$ cat config.mk
export PLATFORM = sky130hd
export DESIGN_NAME = parity_cpu_top
export DESIGN_NICKNAME = d
export VERILOG_FILES = /design/src/cpu_pkg.sv /design/src/parity_cpu_top.sv /design/src/data_mem.sv /design/src/alu.sv /design/src/reg_file.sv /design/src/program_table.sv /design/src/cpu_ctrl.sv
export VERILOG_INCLUDE_DIRS = /design/src
export SDC_FILE = /design/constraint.sdc
export NUM_CORES = 2
export LEC_CHECK = 0
export BUFFER_PORTS_ARGS = -buffer_cell sky130_fd_sc_hd__buf_4
export CAP_MARGIN = 20
export CORE_MARGIN = 1
export CORE_UTILIZATION = 54
export DETAILED_ROUTE_END_ITERATION = 10
export PLACE_DENSITY = 0.69
export SYNTH_ARGS = -nofsm -noshare
export SYNTH_HDL_FRONTEND = slang
export SYNTH_SLANG_ARGS = --single-unit
$ cat constraint.sdc
create_clock -name clk -period 43.2 [get_ports clk]
set_input_delay 6.48 -clock clk [delete_from_list [all_inputs] [get_ports clk]]
set_output_delay 6.48 -clock clk [all_outputs]
set_load 0.01 [all_outputs]
$ cat src/parity_cpu_settings.svh
`ifndef PARITY_CPU_SETTINGS_SVH
`define PARITY_CPU_SETTINGS_SVH

// datapath and storage sizes
`define DATA_W      8
`define REG_CNT     8
`define PC_W        9
`define MEM_DEPTH   256
`define APB_ADDR_W  9

// scrambler memory map
`define MSG_LEN     59
`define PAD_ADDR    61
`define TAP_ADDR    62
`define SEED_ADDR   63
`define OUT_BASE    64

// status register sits just above data memory
`define CSR_ADDR    9'h100
// first pc past the last program entry
`define HALT_PC     9'd26

`endif
$ cat src/cpu_pkg.sv
`include "parity_cpu_settings.svh"

package cpu_pkg;

	typedef logic [`DATA_W-1:0]             byte_t;
	typedef logic [$clog2(`REG_CNT)-1:0]    reg_addr_t;
	typedef logic [`PC_W-1:0]               pc_t;
	typedef logic [$clog2(`MEM_DEPTH)-1:0]  mem_addr_t;

	// op_addr is the effective address add used by lb and sw
	typedef enum logic [3:0] {
		op_pass_imm,
		op_xori,
		op_addi,
		op_add,
		op_xor,
		op_and,
		op_or,
		op_sll,
		op_xorall,
		op_addr,
		op_bne,
		op_beq
	} alu_op_e;

	typedef enum logic [1:0] {
		st_idle,
		st_run,
		st_done
	} run_state_e;

endpackage

$ cat src/parity_cpu_top.sv
`include "parity_cpu_settings.svh"

module parity_cpu_top (
	input  logic                   clk,
	input  logic                   arst_n,
	input  logic                   psel,
	input  logic                   penable,
	input  logic                   pwrite,
	input  logic [`APB_ADDR_W-1:0] paddr,
	input  cpu_pkg::byte_t         pwdata,
	output cpu_pkg::byte_t         prdata,
	output logic                   pready,
	output logic                   pslverr
);
	import cpu_pkg::*;

	pc_t       pc;
	logic      busy;
	logic      core_en;
	byte_t     status;
	alu_op_e   alu_op;
	reg_addr_t dst;
	reg_addr_t src_a;
	reg_addr_t src_b;
	byte_t     imm;
	logic      rf_write;
	logic      mem_read;
	logic      mem_write;
	byte_t     rdata_a;
	byte_t     rdata_b;
	byte_t     result;
	mem_addr_t mem_addr;
	logic      taken;
	byte_t     core_rdata;
	byte_t     mem_rdata;
	logic      mem_ready;
	byte_t     wb_data;
	logic      csr_sel;

	assign csr_sel = paddr[`APB_ADDR_W-1];

	// lb writes back the loaded byte, everything else the alu result
	assign wb_data = mem_read ? core_rdata : result;

	// status accesses never wait
	assign prdata  = csr_sel ? status : mem_rdata;
	assign pready  = csr_sel ? 1'b1 : mem_ready;
	assign pslverr = 1'b0;

	cpu_ctrl u_ctrl (
		.clk     (clk),
		.arst_n  (arst_n),
		.psel    (psel),
		.penable (penable),
		.pwrite  (pwrite),
		.paddr   (paddr),
		.pwdata  (pwdata),
		.alu_op  (alu_op),
		.imm     (imm),
		.taken   (taken),
		.pc      (pc),
		.busy    (busy),
		.core_en (core_en),
		.status  (status)
	);

	program_table u_prog (
		.pc        (pc),
		.alu_op    (alu_op),
		.dst       (dst),
		.src_a     (src_a),
		.src_b     (src_b),
		.imm       (imm),
		.rf_write  (rf_write),
		.mem_read  (mem_read),
		.mem_write (mem_write)
	);

	reg_file u_rf (
		.clk     (clk),
		.we      (rf_write && core_en),
		.waddr   (dst),
		.wdata   (wb_data),
		.raddr_a (src_a),
		.raddr_b (src_b),
		.rdata_a (rdata_a),
		.rdata_b (rdata_b)
	);

	alu u_alu (
		.alu_op   (alu_op),
		.a        (rdata_a),
		.b        (rdata_b),
		.imm      (imm),
		.result   (result),
		.mem_addr (mem_addr),
		.taken    (taken)
	);

	// sw stores the second source at base plus offset
	data_mem u_mem (
		.clk        (clk),
		.busy       (busy),
		.core_we    (mem_write && core_en),
		.core_addr  (mem_addr),
		.core_wdata (rdata_b),
		.core_rdata (core_rdata),
		.psel       (psel),
		.penable    (penable),
		.pwrite     (pwrite),
		.paddr      (paddr),
		.pwdata     (pwdata),
		.mem_rdata  (mem_rdata),
		.mem_ready  (mem_ready)
	);

endmodule

$ cat src/data_mem.sv
`include "parity_cpu_settings.svh"

module data_mem (
	input  logic                   clk,
	input  logic                   busy,
	input  logic                   core_we,
	input  cpu_pkg::mem_addr_t     core_addr,
	input  cpu_pkg::byte_t         core_wdata,
	output cpu_pkg::byte_t         core_rdata,
	input  logic                   psel,
	input  logic                   penable,
	input  logic                   pwrite,
	input  logic [`APB_ADDR_W-1:0] paddr,
	input  cpu_pkg::byte_t         pwdata,
	output cpu_pkg::byte_t         mem_rdata,
	output logic                   mem_ready
);
	import cpu_pkg::*;

	byte_t     mem [`MEM_DEPTH];
	mem_addr_t host_addr;
	logic      host_we;
	logic      wr_en;
	mem_addr_t wr_addr;
	byte_t     wr_data;

	assign host_addr = paddr[$clog2(`MEM_DEPTH)-1:0];
	// bit 8 low selects memory rather than the status register
	assign host_we = psel && penable && pwrite && !paddr[`APB_ADDR_W-1];

	// the core owns the single write port for the whole run
	always_comb begin
		if (busy) begin
			wr_en   = core_we;
			wr_addr = core_addr;
			wr_data = core_wdata;
		end else begin
			wr_en   = host_we;
			wr_addr = host_addr;
			wr_data = pwdata;
		end
	end

	always_ff @(posedge clk) begin
		if (wr_en) begin
			mem[wr_addr] <= wr_data;
		end
	end

	assign core_rdata = mem[core_addr];
	assign mem_rdata  = mem[host_addr];

	// host stalls until the run ends
	assign mem_ready = !busy;

endmodule

$ cat src/alu.sv
module alu (
	input  cpu_pkg::alu_op_e   alu_op,
	input  cpu_pkg::byte_t     a,
	input  cpu_pkg::byte_t     b,
	input  cpu_pkg::byte_t     imm,
	output cpu_pkg::byte_t     result,
	output cpu_pkg::mem_addr_t mem_addr,
	output logic               taken
);
	import cpu_pkg::*;

	always_comb begin
		result = '0;
		taken  = 1'b0;
		case (alu_op)
			op_pass_imm: result = imm;
			op_xori:     result = a ^ imm;
			op_addi:     result = a + imm;
			op_add:      result = a + b;
			op_xor:      result = a ^ b;
			op_and:      result = a & b;
			op_or:       result = a | b;
			// only the low three bits of imm matter for a byte
			op_sll:      result = a << imm[2:0];
			// reduce to one parity bit in bit 0
			op_xorall:   result = byte_t'(^a);
			op_addr:     result = a + imm;
			op_bne:      taken = (a != b);
			op_beq:      taken = (a == b);
			default:     result = '0;
		endcase
	end

	// base register plus offset for lb and sw
	assign mem_addr = mem_addr_t'(a + imm);

endmodule

$ cat src/reg_file.sv
`include "parity_cpu_settings.svh"

module reg_file (
	input  logic               clk,
	input  logic               we,
	input  cpu_pkg::reg_addr_t waddr,
	input  cpu_pkg::byte_t     wdata,
	input  cpu_pkg::reg_addr_t raddr_a,
	input  cpu_pkg::reg_addr_t raddr_b,
	output cpu_pkg::byte_t     rdata_a,
	output cpu_pkg::byte_t     rdata_b
);
	import cpu_pkg::*;

	byte_t regs [`REG_CNT];

	always_ff @(posedge clk) begin
		if (we) begin
			regs[waddr] <= wdata;
		end
	end

	// reads see the old value during a write cycle
	assign rdata_a = regs[raddr_a];
	assign rdata_b = regs[raddr_b];

endmodule

$ cat src/program_table.sv
`include "parity_cpu_settings.svh"

module program_table (
	input  cpu_pkg::pc_t       pc,
	output cpu_pkg::alu_op_e   alu_op,
	output cpu_pkg::reg_addr_t dst,
	output cpu_pkg::reg_addr_t src_a,
	output cpu_pkg::reg_addr_t src_b,
	output cpu_pkg::byte_t     imm,
	output logic               rf_write,
	output logic               mem_read,
	output logic               mem_write
);
	import cpu_pkg::*;

	// op, dst, src_a, src_b, imm, {rf_write, mem_read, mem_write}
	logic [23:0] word;
	logic [3:0]  op_bits;

	// r0 zero, r1 taps, r2 lfsr state, r3 index, r4 limit, r7 output offset
	always_comb begin
		case (pc)
			// li r0,0
			9'd0:  word = {op_pass_imm, 3'd0, 3'd0, 3'd0, 8'd0, 3'b100};
			// lb r4,61(r0) / lb r1,62(r0) / lb r2,63(r0)
			9'd1:  word = {op_addr, 3'd4, 3'd0, 3'd0, byte_t'(`PAD_ADDR), 3'b110};
			9'd2:  word = {op_addr, 3'd1, 3'd0, 3'd0, byte_t'(`TAP_ADDR), 3'b110};
			9'd3:  word = {op_addr, 3'd2, 3'd0, 3'd0, byte_t'(`SEED_ADDR), 3'b110};
			// li r3,0
			9'd4:  word = {op_pass_imm, 3'd3, 3'd0, 3'd0, 8'd0, 3'b100};
			// preamble loop starts with xori r5,r2,32 then sw r5,64(r3)
			9'd5:  word = {op_xori, 3'd5, 3'd2, 3'd0, 8'h20, 3'b100};
			9'd6:  word = {op_addr, 3'd0, 3'd3, 3'd5, byte_t'(`OUT_BASE), 3'b001};
			// feedback bit is parity of state and taps
			9'd7:  word = {op_and, 3'd6, 3'd2, 3'd1, 8'd0, 3'b100};
			9'd8:  word = {op_xorall, 3'd6, 3'd6, 3'd0, 8'd0, 3'b100};
			9'd9:  word = {op_sll, 3'd2, 3'd2, 3'd0, 8'd1, 3'b100};
			9'd10: word = {op_or, 3'd2, 3'd2, 3'd6, 8'd0, 3'b100};
			// addi r3,r3,1 then bne r3,r4,5
			9'd11: word = {op_addi, 3'd3, 3'd3, 3'd0, 8'd1, 3'b100};
			9'd12: word = {op_bne, 3'd0, 3'd3, 3'd4, 8'd5, 3'b000};
			// add r7,r4,r0 so message output starts after the pad
			9'd13: word = {op_add, 3'd7, 3'd4, 3'd0, 8'd0, 3'b100};
			9'd14: word = {op_pass_imm, 3'd3, 3'd0, 3'd0, 8'd0, 3'b100};
			// li r4,59
			9'd15: word = {op_pass_imm, 3'd4, 3'd0, 3'd0, byte_t'(`MSG_LEN), 3'b100};
			// message loop loads with lb r5,0(r3) and xors with state
			9'd16: word = {op_addr, 3'd5, 3'd3, 3'd0, 8'd0, 3'b110};
			9'd17: word = {op_xor, 3'd5, 3'd5, 3'd2, 8'd0, 3'b100};
			// sw r5,64(r7)
			9'd18: word = {op_addr, 3'd0, 3'd7, 3'd5, byte_t'(`OUT_BASE), 3'b001};
			9'd19: word = {op_and, 3'd6, 3'd2, 3'd1, 8'd0, 3'b100};
			9'd20: word = {op_xorall, 3'd6, 3'd6, 3'd0, 8'd0, 3'b100};
			9'd21: word = {op_sll, 3'd2, 3'd2, 3'd0, 8'd1, 3'b100};
			9'd22: word = {op_or, 3'd2, 3'd2, 3'd6, 8'd0, 3'b100};
			9'd23: word = {op_addi, 3'd3, 3'd3, 3'd0, 8'd1, 3'b100};
			9'd24: word = {op_addi, 3'd7, 3'd7, 3'd0, 8'd1, 3'b100};
			// bne r3,r4,16
			9'd25: word = {op_bne, 3'd0, 3'd3, 3'd4, 8'd16, 3'b000};
			// halt entry compares r0 with itself and never branches
			default: word = {op_bne, 3'd0, 3'd0, 3'd0, 8'd0, 3'b000};
		endcase
	end

	assign {op_bits, dst, src_a, src_b, imm, rf_write, mem_read, mem_write} = word;
	assign alu_op = alu_op_e'(op_bits);

endmodule

$ cat src/cpu_ctrl.sv
`include "parity_cpu_settings.svh"

module cpu_ctrl (
	input  logic                   clk,
	input  logic                   arst_n,
	input  logic                   psel,
	input  logic                   penable,
	input  logic                   pwrite,
	input  logic [`APB_ADDR_W-1:0] paddr,
	input  cpu_pkg::byte_t         pwdata,
	input  cpu_pkg::alu_op_e       alu_op,
	input  cpu_pkg::byte_t         imm,
	input  logic                   taken,
	output cpu_pkg::pc_t           pc,
	output logic                   busy,
	output logic                   core_en,
	output cpu_pkg::byte_t         status
);
	import cpu_pkg::*;

	run_state_e state;
	logic       csr_write;
	logic       start;
	logic       is_branch;
	logic       at_halt;
	logic       done;

	// start bit written in the access phase of a status transfer
	assign csr_write = psel && penable && pwrite && (paddr == `CSR_ADDR);
	// a run in progress ignores further starts
	assign start = csr_write && pwdata[0] && (state != st_run);

	assign is_branch = (alu_op == op_bne) || (alu_op == op_beq);
	assign at_halt = (pc == `HALT_PC);

	always_ff @(posedge clk or negedge arst_n) begin
		if (!arst_n) begin
			state <= st_idle;
			pc    <= '0;
		end else if (start) begin
			state <= st_run;
			pc    <= '0;
		end else if (state == st_run) begin
			if (at_halt) begin
				state <= st_done;
			end else if (is_branch && taken) begin
				// branch target is the absolute entry in imm
				pc <= pc_t'(imm);
			end else begin
				pc <= pc + 1'b1;
			end
		end
	end

	assign busy = (state == st_run);
	assign done = (state == st_done);
	assign core_en = busy;

	// bit 0 busy, bit 1 done
	assign status = {{(`DATA_W-2){1'b0}}, done, busy};

endmodule

### Word-level counts from Yosys, hierarchy flattened

Memory sizes are Yosys's and may differ from the RTL's.
Cells that the tools add are included.

* shifts and indexed selects: 1
* mux-type cells: 20
* add/subtract/negate cells: 3
* bitwise logic cells: 4
* reduce and logical (&&, ||, !) cells: 20
* eq/ne operators: 19

Operators with widths (count)
* one-hot mux 8 bit (9 select lines): 1
* 2-to-1 mux 9 bit: 4
* 2-to-1 mux 8 bit: 4
* 2-to-1 mux 24 bit: 1
* adder 8 bit: 2
* == test 4 x 3 -> 1 bit, second input constant: 4
* == test 4 bit, second input constant: 4
* XOR 8 bit: 2
* adder 9 x 1 -> 9 bit, second input constant: 1
* == test 9 x 5 -> 1 bit, second input constant: 1
* == test 9 bit, second input constant: 1
* logical AND 1 bit: 9
* AND 8 bit: 1
* == test 4 x 2 -> 1 bit, second input constant: 2
* == test 8 bit: 1
* zero test 4 bit: 2
* != test 8 bit: 1
* OR 8 bit: 1
* XOR reduction 8 bit: 1
* << shifter 8 x 3 -> 8 bit: 1
* 2-to-1 mux 1 bit: 6
* 2-to-1 mux 2 bit: 3
* == test 4 x 1 -> 1 bit, second input constant: 1
* != test 2 x 1 -> 1 bit, second input constant: 2
* 8 further kinds: 11

* output and inout port bits: 10
* register bits: 11
* ROM bits: 736
* bits in writable memories: 2112
* memories: 3
* input port bits: 22

Memory list
* u_mem.mem: words 256, bits a word 8, read ports 2, clocked after Yosys merged registers in 0, wr ports 1, line data_mem.sv:20 `` byte_t mem [`MEM_DEPTH]; ``
* (no name shown): words 32, bits a word 23, read ports 1, clocked after Yosys merged registers in 0, wr ports 0, line program_table.sv:22 `case (pc)`
* u_rf.regs: words 8, bits a word 8, read ports 2, clocked after Yosys merged registers in 0, wr ports 1, line reg_file.sv:15 `` byte_t regs [`REG_CNT]; ``

### Longest topological paths before layout

An unclocked memory read counts as a cell.

* depth after elaboration: 10
* mapped depth: 24
* gate-level depth less buffers: 21

### Hierarchy

From an unflattened synthesis, not the netlist that was laid out.

* cells, all modules: 5719
* area, all modules: 103092.6 sq um

Modules (own cells, without submodules)
* data_mem: area an instance 96362.4 sq um, times used 1, cells an instance 5100
* reg_file: area an instance 3078.0 sq um, times used 1, cells an instance 135
* alu: area an instance 1642.8 sq um, times used 1, cells an instance 228
* program_table: area an instance 919.6 sq um, times used 1, cells an instance 138
* cpu_ctrl: area an instance 797.0 sq um, times used 1, cells an instance 95
* parity_cpu_top: area an instance 292.8 sq um, times used 1, cells an instance 23

### Worst setup path after synthesis

Ideal clock, no wire load.

* kind: input to output
* from: input paddr[0]
* to: output prdata[2]
* buffers on the path: 3
* slack: 26.937 ns
* data arrival time: 9.783 ns
* cell stages on the path: 8
* path through: clkbuf_1 buf_1 buf_1 mux4_2 mux4_2 mux4_2 mux4_2 nor2b_1

* longest elaborated chain between the ends: 2

Ends and longest elaborated chain
* start, declared: line parity_cpu_top.sv:9 `` input logic [`APB_ADDR_W-1:0] paddr, ``
* memory read (256 x 8 bit)
* 2-to-1 mux 8 bit: line parity_cpu_top.sv:46 `assign prdata = csr_sel ? status : mem_rdata;`
* end, declared: line parity_cpu_top.sv:11 `output cpu_pkg::byte_t prdata,`

No other way between the ends.

### Worst setup path in the final report

Ends and elaborated chain as after synthesis.

==> summary.md <==
| Metric | Value |
|---|---|
| Drt pass-1 iters | `8` |
| Post-synth EDFFs | `2,112` |
| RSZ-0062 raised after global routing | `false` |
| First-pass GRT wire length | `423.5 mm` |
| Final Hold Fails | `0` |
| Vias in the first global route | `54,829` |
| Cells after DPL | `7,202` |
| Post-Synthesis Cells | `4,956` |
| Vias per cell | `7.477` |
| Post-place setup slack | `~24,000 ps` |
| Fraction of layout cells with a size suffix above 1 | `a little over a third` |
| Finished Layout Cells | `around 7,600` |
| TNS Setup | `0 ps` |
| Via count | `56,847` |
| Post-Route Utilization | `59.98%` |
| Total grt overflow | `0` |
| Ys async rst share | `0.5181%` |
| CTS root buf | `clkbuf_16` |
| Number of hold buffers added after CTS | `0` |
| Synthesis Warnings | `0` |
| Max-cap violations | `0` |
| Pwr/cell area | `between 30 and 40 nW/µm²` |
| Starting DRT DRC Count | `9,305` |
| Max Root-Sink Buffers | `3` |
| Largest net degree at the start of global routing | `197` |
| CTS tree | `yes` |
| GRT Resource Usage Total | `between 30% and 40%` |
| GP Congestion | `a little under 0.9` |
| Fmax | `53.58 MHz` |
| Crit start category | `input pin` |
| Mapped Area | `101,600 µm²` |
| Final setup viols | `0` |
| Fin nets | `4,999` |
| CTS buffer count | `213` |
| Worst Tran Pin Value | `1264 ps` |
| Die X-Extent | `435.8 µm` |
| Synthesized net count | `5,012` |
| I/O Pins | `32` |
| Most frequent cells in the layout | `2,112 x edfxtp_1, 1,327 x mux4_2, 306 x nor2_1, 216 x clkbuf_16, 196 x nand2_1` |
| Yosys cell types | `73` |
| Number of I/O port buffers | `30` |
| Area Overhead vs Synth | `9.902%` |
| Synthesis-stage register bit count | `around 2,100` |
| Max VDD drop | `37.34 µV` |
| Fin crit period | `around 19,000 ps` |
| Clk_skew | `43.72 ps` |
| Avg Inst Size Synth | `~20 µm²` |
| Initial antenna violation count | `13` |
| Slew headroom | `15.43%` |
| Seq/Total Area, Yosys | `62.67%` |
| WL final | `300.8 mm` |
| Fillers | `13,033` |
| # Post-CTS Setup Buffers | `0` |
| Hold WC Path Type | `reg -> reg` |
| PnR worst setup slack | `24,540 ps` |
| Worst skew pair latency | `870 ps` |
| Die H | `435.8 µm` |
| Initial Util | `between 50% and 60%` |
| DP Wirelength | `188.9 mm` |
| Final count of pins violating max slew | `0` |
| Resized Gates After CTS | `0` |
| Full die area | `190,000 µm²` |
| Core ar. | `around 190,000 µm²` |
| Crit end category | `primary output` |
| WP data required | `36,720 ps` |
| Worst-path clk slew | `roughly 60 ps` |
| Fin Hold WS | `590.6 ps` |
| Avg WL per Cell | `around 40 µm` |
| # DRC | `0` |
| Leakage | `34.57 nW` |
| Commonest non-fill, non-tap cell in the layout | `edfxtp_1` |
| R2R Setup Slk | `33,570 ps` |
| Clock sinks | `approximately 2,100` |
| # rows | `158` |
| Storage element area | `63,700 µm²` |
| Final ANT Viol Nets | `0` |
| Worst-path fanout max | `58` |
| Status | `finished clean` |
| Crit Path Class | `in -> out` |
| H-tree lvl count | `4` |
| Worst EP arrival | `between 10,000 and 15,000 ps` |
| Multi-input logic area | `36,530 µm²` |
| Final Cycle Share | `43.20%` |
| Top_reg_cell synth | `edfxtp_1` |
-- final cells by class --
type                    count  area share, %
clock buffers             265          5.004
multi-input cells        2409          32.70
well taps                2480          2.778
clock inverters           126          1.048
diodes                      4       0.008961
flip-flops and latches   2123          57.02
inverters                  35         0.1176
repair buffers            161          1.318
-- flip-flops by register name, indices dropped and copies added, names as in the netlist --
register and cells:
u_ctrl.pc 9, u_mem.mem 2048, u_ctrl.state 2, u_rf.regs 64
-- synth_stat cells (all sizes together) (6+ instances only) --
cell type / instances / area, µm²
a211oi: 6 / 62.56
a21o: 7 / 52.55
a21oi: 39 / 198.9
a22o: 8 / 70.07
a31oi: 34 / 212.7
and3: 37 / 231.5
buf: 125 / 539.3
clkbuf: 264 / 991.0
dfrtp: 11 / 275.3
edfxtp: 2112 / 63420
ha: 32 / 400.4
inv: 34 / 127.6
mux2: 19 / 217.7
mux2i: 109 / 1124
mux4: 1327 / 29890
nand2: 212 / 795.8
nand2b: 22 / 137.6
nand3: 33 / 165.2
nand3b: 12 / 90.09
nand4: 7 / 50.05
nor2: 306 / 1149
nor2b: 12 / 75.07
nor3: 16 / 85.08
nor4: 8 / 56.30
o211ai: 8 / 60.06
o21a: 6 / 45.04
o21ai: 53 / 265.3
o31ai: 10 / 75.07
xnor2: 23 / 209.0
xor2: 8 / 70.07
-- layer usage --
metal  GRT usage (%)  routed length, µm  vias up
met1           45.01             110200    30471
met2           48.13             141000     4351
met4           12.24              12950       10
li1                -                  -    21496
met5               0                 76        -
met3           7.822              36620      519
-- stage by stage --
| stage | power [mW] | instance area [µm²] |
|---|---|---|
| after floorplan | 2.452 | 101600 |
| after CTS | 4.292 | 111600 |
| after global routing | 4.371 | 111700 |
| after detailed placement | 2.509 | 104800 |
| after global placement | 2.507 | 104700 |
| final | 4.286 | 111700 |
-- power breakdown --
group / switching [mW] / internal, mW
Combinational: 0.125 / 0.0784
Sequential: 0.000444 / 2.26
Clock: 0.785 / 1.03
Total: 0.911 / 3.38
-- critical path, stage by stage --
cell and delay [ps]:
buf_8 520, buf_4 900, buf_4 730, buf_4 700
mux4_2 610, mux4_2 500, mux4_2 610, mux4_2 570
nor2b_1 160, buf_4 150
-- final timing paths --
check | to | startpoint | depth (start not counted)
worst max-delay path | prdata[2] | paddr[0] | 10
worst min-delay path | u_ctrl.pc[6] | u_ctrl.pc[6] | 1
worst max register to register | u_rf.regs[1][4] | u_ctrl.pc[1] | 20
worst min register to register | u_ctrl.pc[6] | u_ctrl.pc[6] | 1
max in group asynchronous | u_ctrl.state[1] | arst_n | 1
min in group asynchronous | u_ctrl.state[0] | arst_n | 1
-- logic make-up (layout without fill, tap and decap cells) --
group	count (synthesis)	in the layout	synth area share [%]
AO/OA/AOI/OAI	209	209	1.363
adder cells (fa/ha/maj)	34	34	0.4333
XOR/XNOR	31	31	0.2745
flip-flops	2123	2123	62.67
other	1	5	0.003690
AND/OR/NAND/NOR	679	679	2.895
buffers and inverters	424	587	1.635
multiplexers	1455	1455	30.72
No activity file was read; power rests on OpenSTA's default activity.
